### src/verilog/m1_pkg.sv
package m1_pkg;

    // mem_size encodings from execute
    localparam logic [1:0] size_byte = 2'd0;
    localparam logic [1:0] size_half = 2'd1;
    localparam logic [1:0] size_word = 2'd2;

    // cause.exccode values
    localparam logic [4:0] exc_int  = 5'd0;
    localparam logic [4:0] exc_adel = 5'd4;
    localparam logic [4:0] exc_ades = 5'd5;
    localparam logic [4:0] exc_sys  = 5'd8;
    localparam logic [4:0] exc_bp   = 5'd9;
    localparam logic [4:0] exc_ri   = 5'd10;
    localparam logic [4:0] exc_ov   = 5'd12;

    // cp0 register numbers, select 0 only
    localparam logic [4:0] cp0_badvaddr = 5'd8;
    localparam logic [4:0] cp0_count    = 5'd9;
    localparam logic [4:0] cp0_compare  = 5'd11;
    localparam logic [4:0] cp0_status   = 5'd12;
    localparam logic [4:0] cp0_cause    = 5'd13;
    localparam logic [4:0] cp0_epc      = 5'd14;

    // general exception entry with bev set
    // fetch side jumps here when flush comes with ex, and to exception_pc on eret
    localparam logic [31:0] exc_vector = 32'hbfc0_0380;

    // word handed over by execute
    typedef struct packed {
        logic [31:0] pc;
        logic [31:0] alu_result;
        logic [4:0]  dest;
        logic        gr_we;
        logic        load_op;
        logic        mem_we;
        logic [1:0]  mem_size;
        // byte enables already shifted to the lane
        logic [3:0]  mem_wstrb;
        logic [31:0] mem_wdata;
        logic        inst_mfc0;
        logic        inst_mtc0;
        logic        inst_eret;
        logic [4:0]  cp0_addr;
        // instruction sits in a branch delay slot
        logic        bd;
        // exception raised upstream (fetch, decode, execute)
        logic        ex;
        logic [4:0]  exccode;
    } es_to_m1_t;

    // word passed on to memory-2
    typedef struct packed {
        logic [31:0] pc;
        // alu value, or cp0 read data for mfc0
        logic [31:0] result;
        logic [4:0]  dest;
        logic        gr_we;
        logic        load_op;
        logic [1:0]  mem_size;
        // for load data alignment in memory-2
        logic [1:0]  addr_low;
        logic        ex;
    } m1_to_ms_t;

    // data cache request, address split as tag/index/offset
    typedef struct packed {
        // 1 means write
        logic        op;
        logic [19:0] tag;
        logic [7:0]  index;
        logic [3:0]  offset;
        logic [3:0]  wstrb;
        logic [31:0] wdata;
    } dcache_req_t;

endpackage
### src/verilog/m1_stage.sv
`timescale 1ns/1ps

module m1_stage import m1_pkg::*; (
    input  logic        clk,
    input  logic        reset,
    input  logic [5:0]  ext_int,
    input  logic        es_to_m1s_valid,
    input  es_to_m1_t   es_to_m1s_bus,
    output logic        m1s_allowin,
    input  logic        ms_allowin,
    output logic        m1s_to_ms_valid,
    output m1_to_ms_t   m1s_to_ms_bus,
    output logic        data_valid,
    output dcache_req_t data_req,
    input  logic        data_addr_ok,
    input  logic        data_data_ok,
    output logic        isUncache,
    output logic        flush,
    output logic [31:0] exception_pc,
    output logic [4:0]  fwd_dest,
    output logic [31:0] fwd_result,
    output logic        fwd_load,
    output logic        fwd_mfc0,
    output logic        status_exl
);

    logic        m1s_valid;
    es_to_m1_t   m1s_r;
    logic        req_sent;
    logic        data_done;
    logic        hold_r;
    logic        hold_int;
    logic [31:0] paddr;
    logic        adr_ex;
    logic [4:0]  adr_exccode;
    logic        int_pending;
    logic [31:0] cp0_rdata;
    logic        is_mem;
    logic        int_take;
    logic        m1s_ex;
    logic [4:0]  m1s_exccode;
    logic        m1s_ready;
    logic        fire;
    logic [31:0] m1s_result;

    assign is_mem = m1s_r.load_op || m1s_r.mem_we;

    // interrupt decision frozen while the output is held
    // no interrupt once the cache already has the access
    assign int_take = hold_r ? hold_int : (int_pending && !req_sent);

    // priority: interrupt, upstream exception, address error
    assign m1s_ex = int_take || m1s_r.ex || adr_ex;
    always_comb begin
        if (int_take) begin
            m1s_exccode = exc_int;
        end else if (m1s_r.ex) begin
            m1s_exccode = m1s_r.exccode;
        end else begin
            m1s_exccode = adr_exccode;
        end
    end

    // memory ops wait for data_ok, or for the remembered one
    assign m1s_ready = m1s_ex || !is_mem || data_done || (req_sent && data_data_ok);

    assign m1s_allowin     = !m1s_valid || (m1s_ready && ms_allowin);
    assign m1s_to_ms_valid = m1s_valid && m1s_ready;
    assign fire            = m1s_to_ms_valid && ms_allowin;

    // eret and exceptions redirect fetch on the way out
    assign flush = fire && (m1s_ex || m1s_r.inst_eret);

    always_ff @(posedge clk) begin
        if (reset || flush) begin
            m1s_valid <= 1'b0;
        end else if (m1s_allowin) begin
            m1s_valid <= es_to_m1s_valid;
        end
    end

    always_ff @(posedge clk) begin
        if (es_to_m1s_valid && m1s_allowin) begin
            m1s_r <= es_to_m1s_bus;
        end
    end

    // request accepted, then data returned, both live until fire
    always_ff @(posedge clk) begin
        if (reset || fire) begin
            req_sent  <= 1'b0;
            data_done <= 1'b0;
        end else begin
            if (data_valid && data_addr_ok) begin
                req_sent <= 1'b1;
            end
            if (req_sent && data_data_ok) begin
                data_done <= 1'b1;
            end
        end
    end

    // memory-2 back-pressure on a ready word
    always_ff @(posedge clk) begin
        if (reset || fire) begin
            hold_r <= 1'b0;
        end else if (m1s_to_ms_valid && !ms_allowin && !hold_r) begin
            hold_r   <= 1'b1;
            hold_int <= int_take;
        end
    end

    data_addr_map u_data_addr_map (
        .vaddr       (m1s_r.alu_result),
        .mem_size    (m1s_r.mem_size),
        .load_op     (m1s_r.load_op),
        .mem_we      (m1s_r.mem_we),
        .paddr       (paddr),
        .uncached    (isUncache),
        .adr_ex      (adr_ex),
        .adr_exccode (adr_exccode)
    );

    // one request per access, faulting or eret words never reach the cache
    assign data_valid = m1s_valid && is_mem && !m1s_ex && !m1s_r.inst_eret && !req_sent;

    assign data_req.op     = m1s_r.mem_we;
    assign data_req.tag    = paddr[31:12];
    assign data_req.index  = paddr[11:4];
    assign data_req.offset = paddr[3:0];
    assign data_req.wstrb  = m1s_r.mem_wstrb;
    assign data_req.wdata  = m1s_r.mem_wdata;

    // side effects only on fire
    cp0_regs u_cp0_regs (
        .clk             (clk),
        .reset           (reset),
        .ext_int         (ext_int),
        .commit          (fire),
        .commit_ex       (m1s_ex),
        .commit_exccode  (m1s_exccode),
        .commit_pc       (m1s_r.pc),
        .commit_bd       (m1s_r.bd),
        // fetch faults report the pc itself
        .commit_badvaddr (m1s_r.ex ? m1s_r.pc : m1s_r.alu_result),
        .commit_mtc0     (m1s_r.inst_mtc0),
        .commit_eret     (m1s_r.inst_eret),
        .cp0_addr        (m1s_r.cp0_addr),
        .wdata           (m1s_r.alu_result),
        .rdata           (cp0_rdata),
        .int_pending     (int_pending),
        .epc             (exception_pc),
        .status_exl      (status_exl)
    );

    assign m1s_result = m1s_r.inst_mfc0 ? cp0_rdata : m1s_r.alu_result;

    assign m1s_to_ms_bus.pc       = m1s_r.pc;
    assign m1s_to_ms_bus.result   = m1s_result;
    assign m1s_to_ms_bus.dest     = m1s_r.dest;
    assign m1s_to_ms_bus.gr_we    = m1s_r.gr_we;
    assign m1s_to_ms_bus.load_op  = m1s_r.load_op;
    assign m1s_to_ms_bus.mem_size = m1s_r.mem_size;
    assign m1s_to_ms_bus.addr_low = m1s_r.alu_result[1:0];
    assign m1s_to_ms_bus.ex       = m1s_ex;

    // bypass to decode
    // load and mfc0 values are not final yet
    assign fwd_dest   = (m1s_valid && m1s_r.gr_we) ? m1s_r.dest : 5'd0;
    assign fwd_result = m1s_result;
    assign fwd_load   = m1s_valid && m1s_r.load_op;
    assign fwd_mfc0   = m1s_valid && m1s_r.inst_mfc0;

endmodule

### src/verilog/cp0_regs.sv
`timescale 1ns/1ps

module cp0_regs import m1_pkg::*; (
    input  logic        clk,
    input  logic        reset,
    input  logic [5:0]  ext_int,
    input  logic        commit,
    input  logic        commit_ex,
    input  logic [4:0]  commit_exccode,
    input  logic [31:0] commit_pc,
    input  logic        commit_bd,
    input  logic [31:0] commit_badvaddr,
    input  logic        commit_mtc0,
    input  logic        commit_eret,
    input  logic [4:0]  cp0_addr,
    input  logic [31:0] wdata,
    output logic [31:0] rdata,
    output logic        int_pending,
    output logic [31:0] epc,
    output logic        status_exl
);

    logic [31:0] count;
    logic        count_tick;
    logic [31:0] compare;
    logic [7:0]  status_im;
    logic        status_ie;
    logic        cause_bd;
    logic        cause_ti;
    logic [5:0]  cause_ip_hw;
    logic [1:0]  cause_ip_sw;
    logic [4:0]  cause_exccode;
    logic [7:0]  cause_ip;
    logic [31:0] badvaddr;
    logic        exc_commit;
    logic        eret_commit;
    logic        mtc0_we;

    // an exception cancels the instruction's own eret or mtc0
    assign exc_commit  = commit && commit_ex;
    assign eret_commit = commit && commit_eret && !commit_ex;
    assign mtc0_we     = commit && commit_mtc0 && !commit_ex;

    // timer shares ip7 with hardware line 5
    assign cause_ip = {cause_ip_hw[5] | cause_ti, cause_ip_hw[4:0], cause_ip_sw};

    assign int_pending = status_ie && !status_exl && (|(cause_ip & status_im));

    // status: im, exl, ie
    always_ff @(posedge clk) begin
        if (reset) begin
            status_im  <= 8'd0;
            status_exl <= 1'b0;
            status_ie  <= 1'b0;
        end else if (exc_commit) begin
            status_exl <= 1'b1;
        end else if (eret_commit) begin
            status_exl <= 1'b0;
        end else if (mtc0_we && cp0_addr == cp0_status) begin
            status_im  <= wdata[15:8];
            status_exl <= wdata[1];
            status_ie  <= wdata[0];
        end
    end

    // cause: interrupt lines, timer flag, exception info
    always_ff @(posedge clk) begin
        if (reset) begin
            cause_bd      <= 1'b0;
            cause_ti      <= 1'b0;
            cause_ip_hw   <= 6'd0;
            cause_ip_sw   <= 2'd0;
            cause_exccode <= 5'd0;
        end else begin
            // hardware lines sampled every cycle
            cause_ip_hw <= ext_int;
            if (exc_commit) begin
                cause_bd      <= commit_bd;
                cause_exccode <= commit_exccode;
            end else if (mtc0_we && cp0_addr == cp0_cause) begin
                // only the software interrupt bits are writable
                cause_ip_sw <= wdata[9:8];
            end
            // writing compare acknowledges the timer
            if (mtc0_we && cp0_addr == cp0_compare) begin
                cause_ti <= 1'b0;
            end else if (count == compare) begin
                cause_ti <= 1'b1;
            end
        end
    end

    // count runs at half the core clock
    always_ff @(posedge clk) begin
        if (reset) begin
            count      <= 32'd0;
            count_tick <= 1'b0;
        end else begin
            count_tick <= !count_tick;
            if (mtc0_we && cp0_addr == cp0_count) begin
                count <= wdata;
            end else if (count_tick) begin
                count <= count + 32'd1;
            end
        end
    end

    always_ff @(posedge clk) begin
        if (mtc0_we && cp0_addr == cp0_compare) begin
            compare <= wdata;
        end
    end

    // epc keeps the first fault while exl is set
    always_ff @(posedge clk) begin
        if (exc_commit && !status_exl) begin
            // delay slot restarts at the branch
            epc <= commit_bd ? commit_pc - 32'd4 : commit_pc;
        end else if (mtc0_we && cp0_addr == cp0_epc) begin
            epc <= wdata;
        end
    end

    // faulting address for adel and ades
    always_ff @(posedge clk) begin
        if (exc_commit && (commit_exccode == exc_adel || commit_exccode == exc_ades)) begin
            badvaddr <= commit_badvaddr;
        end
    end

    // mfc0 read port
    always_comb begin
        case (cp0_addr)
            cp0_badvaddr: rdata = badvaddr;
            cp0_count:    rdata = count;
            cp0_compare:  rdata = compare;
            // bev is hardwired to 1
            cp0_status:   rdata = {9'd0, 1'b1, 6'd0, status_im, 6'd0, status_exl, status_ie};
            cp0_cause:    rdata = {cause_bd, cause_ti, 14'd0, cause_ip, 1'b0,
                                   cause_exccode, 2'b00};
            cp0_epc:      rdata = epc;
            default:      rdata = 32'd0;
        endcase
    end

endmodule

### src/verilog/data_addr_map.sv
`timescale 1ns/1ps

module data_addr_map import m1_pkg::*; (
    input  logic [31:0] vaddr,
    input  logic [1:0]  mem_size,
    input  logic        load_op,
    input  logic        mem_we,
    output logic [31:0] paddr,
    output logic        uncached,
    output logic        adr_ex,
    output logic [4:0]  adr_exccode
);

    logic [2:0] seg;
    logic       is_kseg0;
    logic       is_kseg1;
    logic       misaligned;

    // top three bits pick the segment
    assign seg      = vaddr[31:29];
    assign is_kseg0 = (seg == 3'b100);
    assign is_kseg1 = (seg == 3'b101);

    // unmapped segments drop the top bits
    // kuseg and kseg2/3 go through as is, no tlb here
    assign paddr = (is_kseg0 || is_kseg1) ? {3'b000, vaddr[28:0]} : vaddr;

    // only kseg1 bypasses the cache
    assign uncached = is_kseg1;

    always_comb begin
        case (mem_size)
            size_byte: misaligned = 1'b0;
            // halfword needs bit 0 clear
            size_half: misaligned = vaddr[0];
            // word needs both low bits clear
            size_word: misaligned = |vaddr[1:0];
            default:   misaligned = 1'b0;
        endcase
    end

    // only memory accesses can fault on alignment
    assign adr_ex = (load_op || mem_we) && misaligned;

    // store side takes ades, load side adel
    assign adr_exccode = mem_we ? exc_ades : exc_adel;

endmodule

### config.mk
export PLATFORM = sky130hd
export DESIGN_NAME = m1_stage
export DESIGN_NICKNAME = d
export VERILOG_FILES = /design/src/verilog/m1_pkg.sv /design/src/verilog/m1_stage.sv /design/src/verilog/cp0_regs.sv /design/src/verilog/data_addr_map.sv
export SDC_FILE = /design/constraint.sdc
export NUM_CORES = 1
export LEC_CHECK = 0
export ABC_CLOCK_PERIOD_IN_PS = 13200
export BUFFER_PORTS_ARGS = -buffer_cell sky130_fd_sc_hd__clkbuf_2
export CAP_MARGIN = 5
export CORE_ASPECT_RATIO = 1.2
export CORE_MARGIN = 2
export CORE_UTILIZATION = 59
export CTS_BUF_LIST = sky130_fd_sc_hd__clkbuf_4
export DETAILED_ROUTE_END_ITERATION = 16
export GPL_TIMING_DRIVEN = 1
export HOLD_SLACK_MARGIN = 0.03
export PLACE_DENSITY_LB_ADDON = 0.15
export RECOVER_POWER = 25
export SETUP_SLACK_MARGIN = 0.15
export SLEW_MARGIN = 20
export SYNTH_ARGS = -nofsm -noshare
export SYNTH_HDL_FRONTEND = slang
export SYNTH_HIERARCHICAL = 1
export SYNTH_SLANG_ARGS = --single-unit
### constraint.sdc
create_clock -name clk -period 13.2 [get_ports clk]
set_clock_uncertainty 0.15 [all_clocks]
set_input_delay 1.32 -clock clk [delete_from_list [all_inputs] [get_ports clk]]
set_output_delay 1.32 -clock clk [all_outputs]
set_load 0.005 [all_outputs]
==> results of run 1 <==
path summary, 6_finish.rpt:
| path | to | slack, ns | depth (start not counted) |
|---|---|---|---|
| setup reg to reg | u_cp0_regs/status_im[7] | 7.99 | 9 |
| setup / recovery | m1s_to_ms_valid | 7.98 | 7 |
| hold / removal | u_cp0_regs/cause_exccode[0] | 0.32 | 2 |
| hold reg to reg | u_cp0_regs/cause_exccode[0] | 0.32 | 2 |
sequential cells by signal (all words and copies together) (netlist names), 2 cells and up:
signal	flops
data_req	37
m1s_r	45
m1s_to_ms_bus	43
u_cp0_regs/badvaddr	32
u_cp0_regs/cause_exccode	5
u_cp0_regs/cause_ip_hw	6
u_cp0_regs/cause_ip_sw	2
u_cp0_regs/compare	32
u_cp0_regs/count	32
u_cp0_regs/epc	32
u_cp0_regs/status_im	8
through the flow:
stage                     std cells  worst slack [ns]
after global routing           1758              7.69
after detailed placement       1626              8.87
after floorplan                1153              7.88
after global placement         1626              9.01
final                          1758              7.98
after CTS                      1757              8.77
critical path, cell delays in order, from the launching register on:
cell and delay, ns:
edfxtp_1 0.32, clkbuf_1 1.92, a211o_1 0.31, nor2_2 0.07, inv_2 0.17, o31ai_4 0.11
inv_1 0.08, clkbuf_2 0.11
cells in the mapped netlist, drive strengths merged, types with 3 or more instances:
library cell,count,area (um^2)
mux2,65,732
a21o,3,22.5
xor2,18,158
nor2,72,273
a222oi,11,110
or3,10,62.6
a221o,14,140
edfxtp,222,6670
inv,13,48.8
and2,7,43.8
nand2,80,300
ha,4,50.1
and3,10,62.6
xnor2,71,622
nor3,20,110
a22o,16,140
buf,159,1170
dfxtp,62,1240
mux2i,16,160
a211oi,33,248
clkbuf,54,203
nand3,28,140
and4,7,61.3
nor2b,10,62.6
a22oi,30,225
nand4,21,131
o21ai,33,165
nand3b,3,22.5
a21oi,15,75.1
nor4,20,138
kinds of logic after synthesis:
kind of cell	Yosys count	synth area share, %
xor+xnor	89	5.66
mux	81	6.47
flops	284	57.4
other cells	2	0.0545
buf+inv	226	10.3
compound gates	167	8.94
fa+ha+maj	4	0.363
simple gates	298	10.8
where the power goes:
part / internal (W) / total, W / switching [W]
registers: 0.00101 / 0.00105 / 0.0000370
clock network: 0.000429 / 0.000785 / 0.000356
logic: 0.0000803 / 0.000171 / 0.0000904
total: 0.00152 / 0.00200 / 0.000483
area by class of cell:
cell class                 count  area share (%)
multi-input combinational    643            28.6
clock buffer                 113            5.41
timing repair buffer         371            12.0
sequential                   284            50.4
tap                          315            2.51
antenna                        1          0.0159
clock inverter                18           0.805
inverter                      13           0.311
per-layer routing:
metal,global-route usage [%],part of all wire (%),routed length [um],vias to the layer above
met5,0,0,0,-
met4,11.6,2.8,1030,0
met3,7.18,9.5,3470,80
li1,-,-,-,4618
met1,36.4,38,14000,4849
met2,47.3,49,18000,551
==> flow_summary.json, run 1 <==
{
  "status": "finished with violations",
  "violations": "capacitance limit, slew limit",
  "cts.clk_slew.worst_paths_ns": 0.06,
  "critPathMaxFanout": 38,
  "grt_util_all_layers_pct": 28.7,
  "synth.avg_cell_area_um2": 12.0,
  "synth_cell_types": 57,
  "coreArea_um2": 23000,
  "finalSetupTns_ns": 0,
  "cts_tree": "yes",
  "critPathKind": "flop to output port",
  "syn_area_um2": 13800,
  "hold_path_class": "flop to flop",
  "startpoint_type": "flop",
  "post-route-period-util_pct": 39.5,
  "fp.dieW_um": 144,
  "endpoint_kind": "output port",
  "gp_congestion": 0.882,
  "hold_viol_final": 0,
  "hpwl_mm": 24.6,
  "setup_viol": 0,
  "worstSetupStartpoint": "m1s_r[5]",
  "rows": 61,
  "cp.required_ns": 11.73,
  "grt_pass1_wl_mm": 53.2,
  "layout-drive-gt1-share_pct": 39.4,
  "cts_max_level": 3,
  "fin_area_um2": 15700,
  "synth_seq_cells": 284,
  "layout_commonest_cell": "clkbuf_2",
  "regArea_um2": 7910,
  "wl_mm": 36.5,
  "cts_resized": 0,
  "placed_area_um2": 14700,
  "drtPass1Iterations": 6,
  "multi_input_area_um2": 4480,
  "ys.flop_type": "edfxtp_1",
  "drv_slew": 39,
  "worst_skew_pair.late_latency_ns": 0.69,
  "drt_drc_violations_left": 0,
  "grt_max_degree": 75,
  "reg2reg_from": "m1s_r[5]",
  "die_h_um": 171,
  "p_total_w": 0.00200,
  "first_iter_violations": 872,
  "io_buffers": 358,
  "most-common-layout-cells": "clkbuf_2 (355), edfxtp_1 (222), clkbuf_4 (113)",
  "max-cap-violations": 1,
  "fp.dieArea_um2": 24600,
  "io_pins": 359,
  "vias_per_cell": 5.74,
  "synth-edff-count": 222,
  "critical_path_arrival_ns": 3.75,
  "async_flop_share_pct": 0,
  "routedWlPerCell_um": 20.7,
  "vias": 10100,
  "ant_nets": 0,
  "start_util_pct": 59.8,
  "clock.fmax_mhz": 192,
  "slew-limit-headroom_pct": -81.2,
  "clock-sinks": 284,
  "fillers": 1805,
  "overflow": 0,
  "period_minus_slack_ns": 5.22,
  "worstHoldStart": "u_cp0_regs/cause_exccode[0]",
  "cts_made_buffers": 74,
  "power_leakage_nw": 6.25,
  "area_growth_pct": 13.9,
  "layout.nets": 1528,
  "worst_slew_pin_slew_ns": 2.72,
  "ys_warn_count": 6,
  "utilization_pct": 68.1,
  "root_buffer": "clkbuf_4",
  "hold_slack_ns": 0.321,
  "postCtsHoldBufs": 0,
  "grt_pass1_vias": 9702,
  "antenna_found_initial": 1,
  "pwr_density_cell_nw_per_um2": 128,
  "clk_path_buf_depth": 3,
  "vdd_ir_drop_max_mv": 0.0873,
  "postCtsSetupRepairBufs": 0,
  "yosysSeqAreaShare_pct": 57.4,
  "rsz0062_at_grt": "no",
  "synth_cells": 1151
}
Note: power is estimated with default switching activity, not from simulation.
==> inputs of run 2 (changes only) <==
ABC_CLOCK_PERIOD_IN_PS = 5300   (was 13200)
CORE_UTILIZATION = 55   (was 59)
clock period = 5.3 ns   (was 13.2 ns; I/O delays follow)
==> run 2 against run 1 <==
Net effect:
- the flow still finishes with violations (capacitance limit, slew limit)
- critical endpoint is now u_cp0_regs/status_im[1]
- via count is 5.1% higher
- largest cell class unchanged
- worst setup slack got worse by 6.9 ns
- die area increased by 7.1%
- utilization increased by 1.1 points
- combinational power rose to 3.0 times the previous value
- wire length is 7.6% higher
- sequential share of layout area down 4.1 points
- final cell count increased by 8.4%
- worst hold slack lost 0.084 ns
- design area rose by 8.7%
==> flow_summary.json, run 2 (same netlist as run 1, synthesis figures left out) <==
{
  "cts.clk_slew.worst_paths_ns": 0.06,
  "finalSetupTns_ns": 0,
  "critPathKind": "flop to flop",
  "worst_skew_pair.late_latency_ns": 0.69,
  "hpwl_mm": 25.4,
  "pwr-share-comb_pct": 10.2,
  "endpoint_kind": "flop",
  "cp.required_ns": 5.61,
  "ant_nets": 0,
  "power_frac_clock_pct": 38.1,
  "power_leakage_nw": 6.82,
  "rows": 63,
  "vdd_ir_drop_max_mv": 0.235,
  "setup_slack_ns": 1.06,
  "coreArea_um2": 24700,
  "postCtsSetupRepairBufs": 0,
  "r2r_cells": 11,
  "start_util_pct": 55.9,
  "first_iter_violations": 856,
  "p_sw_w": 0.00126,
  "drv_slew": 37,
  "hold_depth": 3,
  "routedWlPerCell_um": 20.6,
  "rsz0062_at_grt": "no",
  "violations": "capacitance limit, slew limit",
  "post-route-period-util_pct": 80.0,
  "layout-drive-gt1-share_pct": 36.0,
  "regMostFlops": "m1s_r",
  "drt-met1-wl_mm": 14.8,
  "status": "finished with violations",
  "drt_drc_violations_left": 0,
  "layout.nets": 1665,
  "fillers": 1809,
  "critical_path_arrival_ns": 4.55,
  "grt_max_degree": 65,
  "grt_pass1_wl_mm": 58.7,
  "startpoint_type": "flop",
  "vias": 10600,
  "io_pins": 359,
  "hold_viol_final": 0,
  "clock.fmax_mhz": 236,
  "grt_pass1_vias": 10700,
  "wl_met2_mm": 19.4,
  "fp.dieArea_um2": 26300,
  "root_buffer": "clkbuf_4",
  "overflow": 0,
  "fp.dieW_um": 149,
  "largest_register_ffs": 45,
  "cts_max_level": 3,
  "cell_internal_pwr_w": 0.00379,
  "worst_slew_pin_slew_ns": 1.82,
  "critPathMaxFanout": 9,
  "drtPass1Iterations": 6,
  "route.met3.wl_mm": 3.76,
  "pwr_density_cell_nw_per_um2": 296,
  "slew-limit-headroom_pct": -21.6,
  "period_minus_slack_ns": 4.24,
  "placed_area_um2": 14800,
  "cts_tree": "yes",
  "stdcell_count": 1905,
  "die_h_um": 177,
  "cts_made_buffers": 75,
  "grt_util_all_layers_pct": 29.2,
  "fin_area_um2": 17100,
  "clk_path_buf_depth": 3,
  "gp_congestion": 0.902,
  "max-cap-violations": 1,
  "setup_viol": 0,
  "io_buffers": 358,
  "wl_mm": 39.2,
  "most-common-layout-cells": "clkbuf_2 (353), edfxtp_1 (222), dlygate4sd3_1 (135)",
  "hold_path_class": "primary input to flop",
  "regArea_um2": 7910,
  "top_layer": "met4",
  "placedCellCount": 1637,
  "place_ws_ns": 1.21,
  "multi_input_area_um2": 4500,
  "antenna_found_initial": 1,
  "area_growth_pct": 23.8,
  "layout_commonest_cell": "clkbuf_2",
  "vias_per_cell": 5.57,
  "switching_share_pct": 24.9,
  "clock-sinks": 284,
  "seqPwrFrac_pct": 51.7
}
-- run 2: path summary, 6_finish.rpt --
kind	start	to	slack (ns)
max reg2reg	u_cp0_regs/status_im[0]	u_cp0_regs/status_im[1]	1.06
min	data_data_ok	data_done	0.24
min reg2reg	u_cp0_regs/cause_exccode[1]	u_cp0_regs/cause_exccode[1]	0.32
max	u_cp0_regs/status_im[0]	u_cp0_regs/status_im[1]	1.06
-- run 2: layer usage --
layer | vias to the layer above | track usage [%]
met3 | 85 | 7.61
met1 | 5079 | 35.5
met2 | 565 | 49.7
li1 | 4888 | -
met4 | 0 | 11.7
met5 | - | 0
-- run 2: power by group through the flow --
| stage | Combinational (W) | Clock [W] | Sequential [W] |
|---|---|---|---|
| after global placement | 0.000422 | 0 | 0.00265 |
| after CTS | 0.000510 | 0.00197 | 0.00261 |
| after global routing | 0.000558 | 0.00210 | 0.00262 |
| after floorplan | 0.000315 | 0 | 0.00262 |
| final | 0.000514 | 0.00192 | 0.00261 |
| after detailed placement | 0.000430 | 0 | 0.00266 |
-- run 2: critical path: stages (launching register included) --
cell	delay, ns
dfxtp_1	0.36
a22o_1	0.16
a221oi_1	0.05
a311oi_1	0.53
nor3b_2	0.41
nor2_2	0.11
a21oi_1	0.48
nand2_1	0.11
nor2_1	0.55
nand3_1	0.69
mux2i_1	0.35
nor2_1	0.06
-- run 2: stage by stage --
step	power [W]	utilization (%)	hold WS (ns)
finish	0.00505	69.2	0.238
global route	0.00527	69.2	0.191
CTS	0.00509	69.2	0.176
detailed placement	0.00309	59.8	0.311
global placement	0.00308	59.8	0.311
floorplan	0.00294	-	0.286
-- run 2: layout make-up --
cell class,instances,area share (%)
sequential,284,46.3
inverter,13,0.286
antenna,2,0.0293
clock inverter,21,0.741
timing repair buffer,507,19.0
multi-input combinational,643,26.4
clock buffer,110,4.84
tap,325,2.38
-- run 2: timing repair --
item | 4_1_cts | 5_1_grt
endpoints found under the setup margin | 0 | 0
gates resized for setup | 0 | 0
hold buffers | 135 | 0
endpoints found under the hold margin | 135 | 0
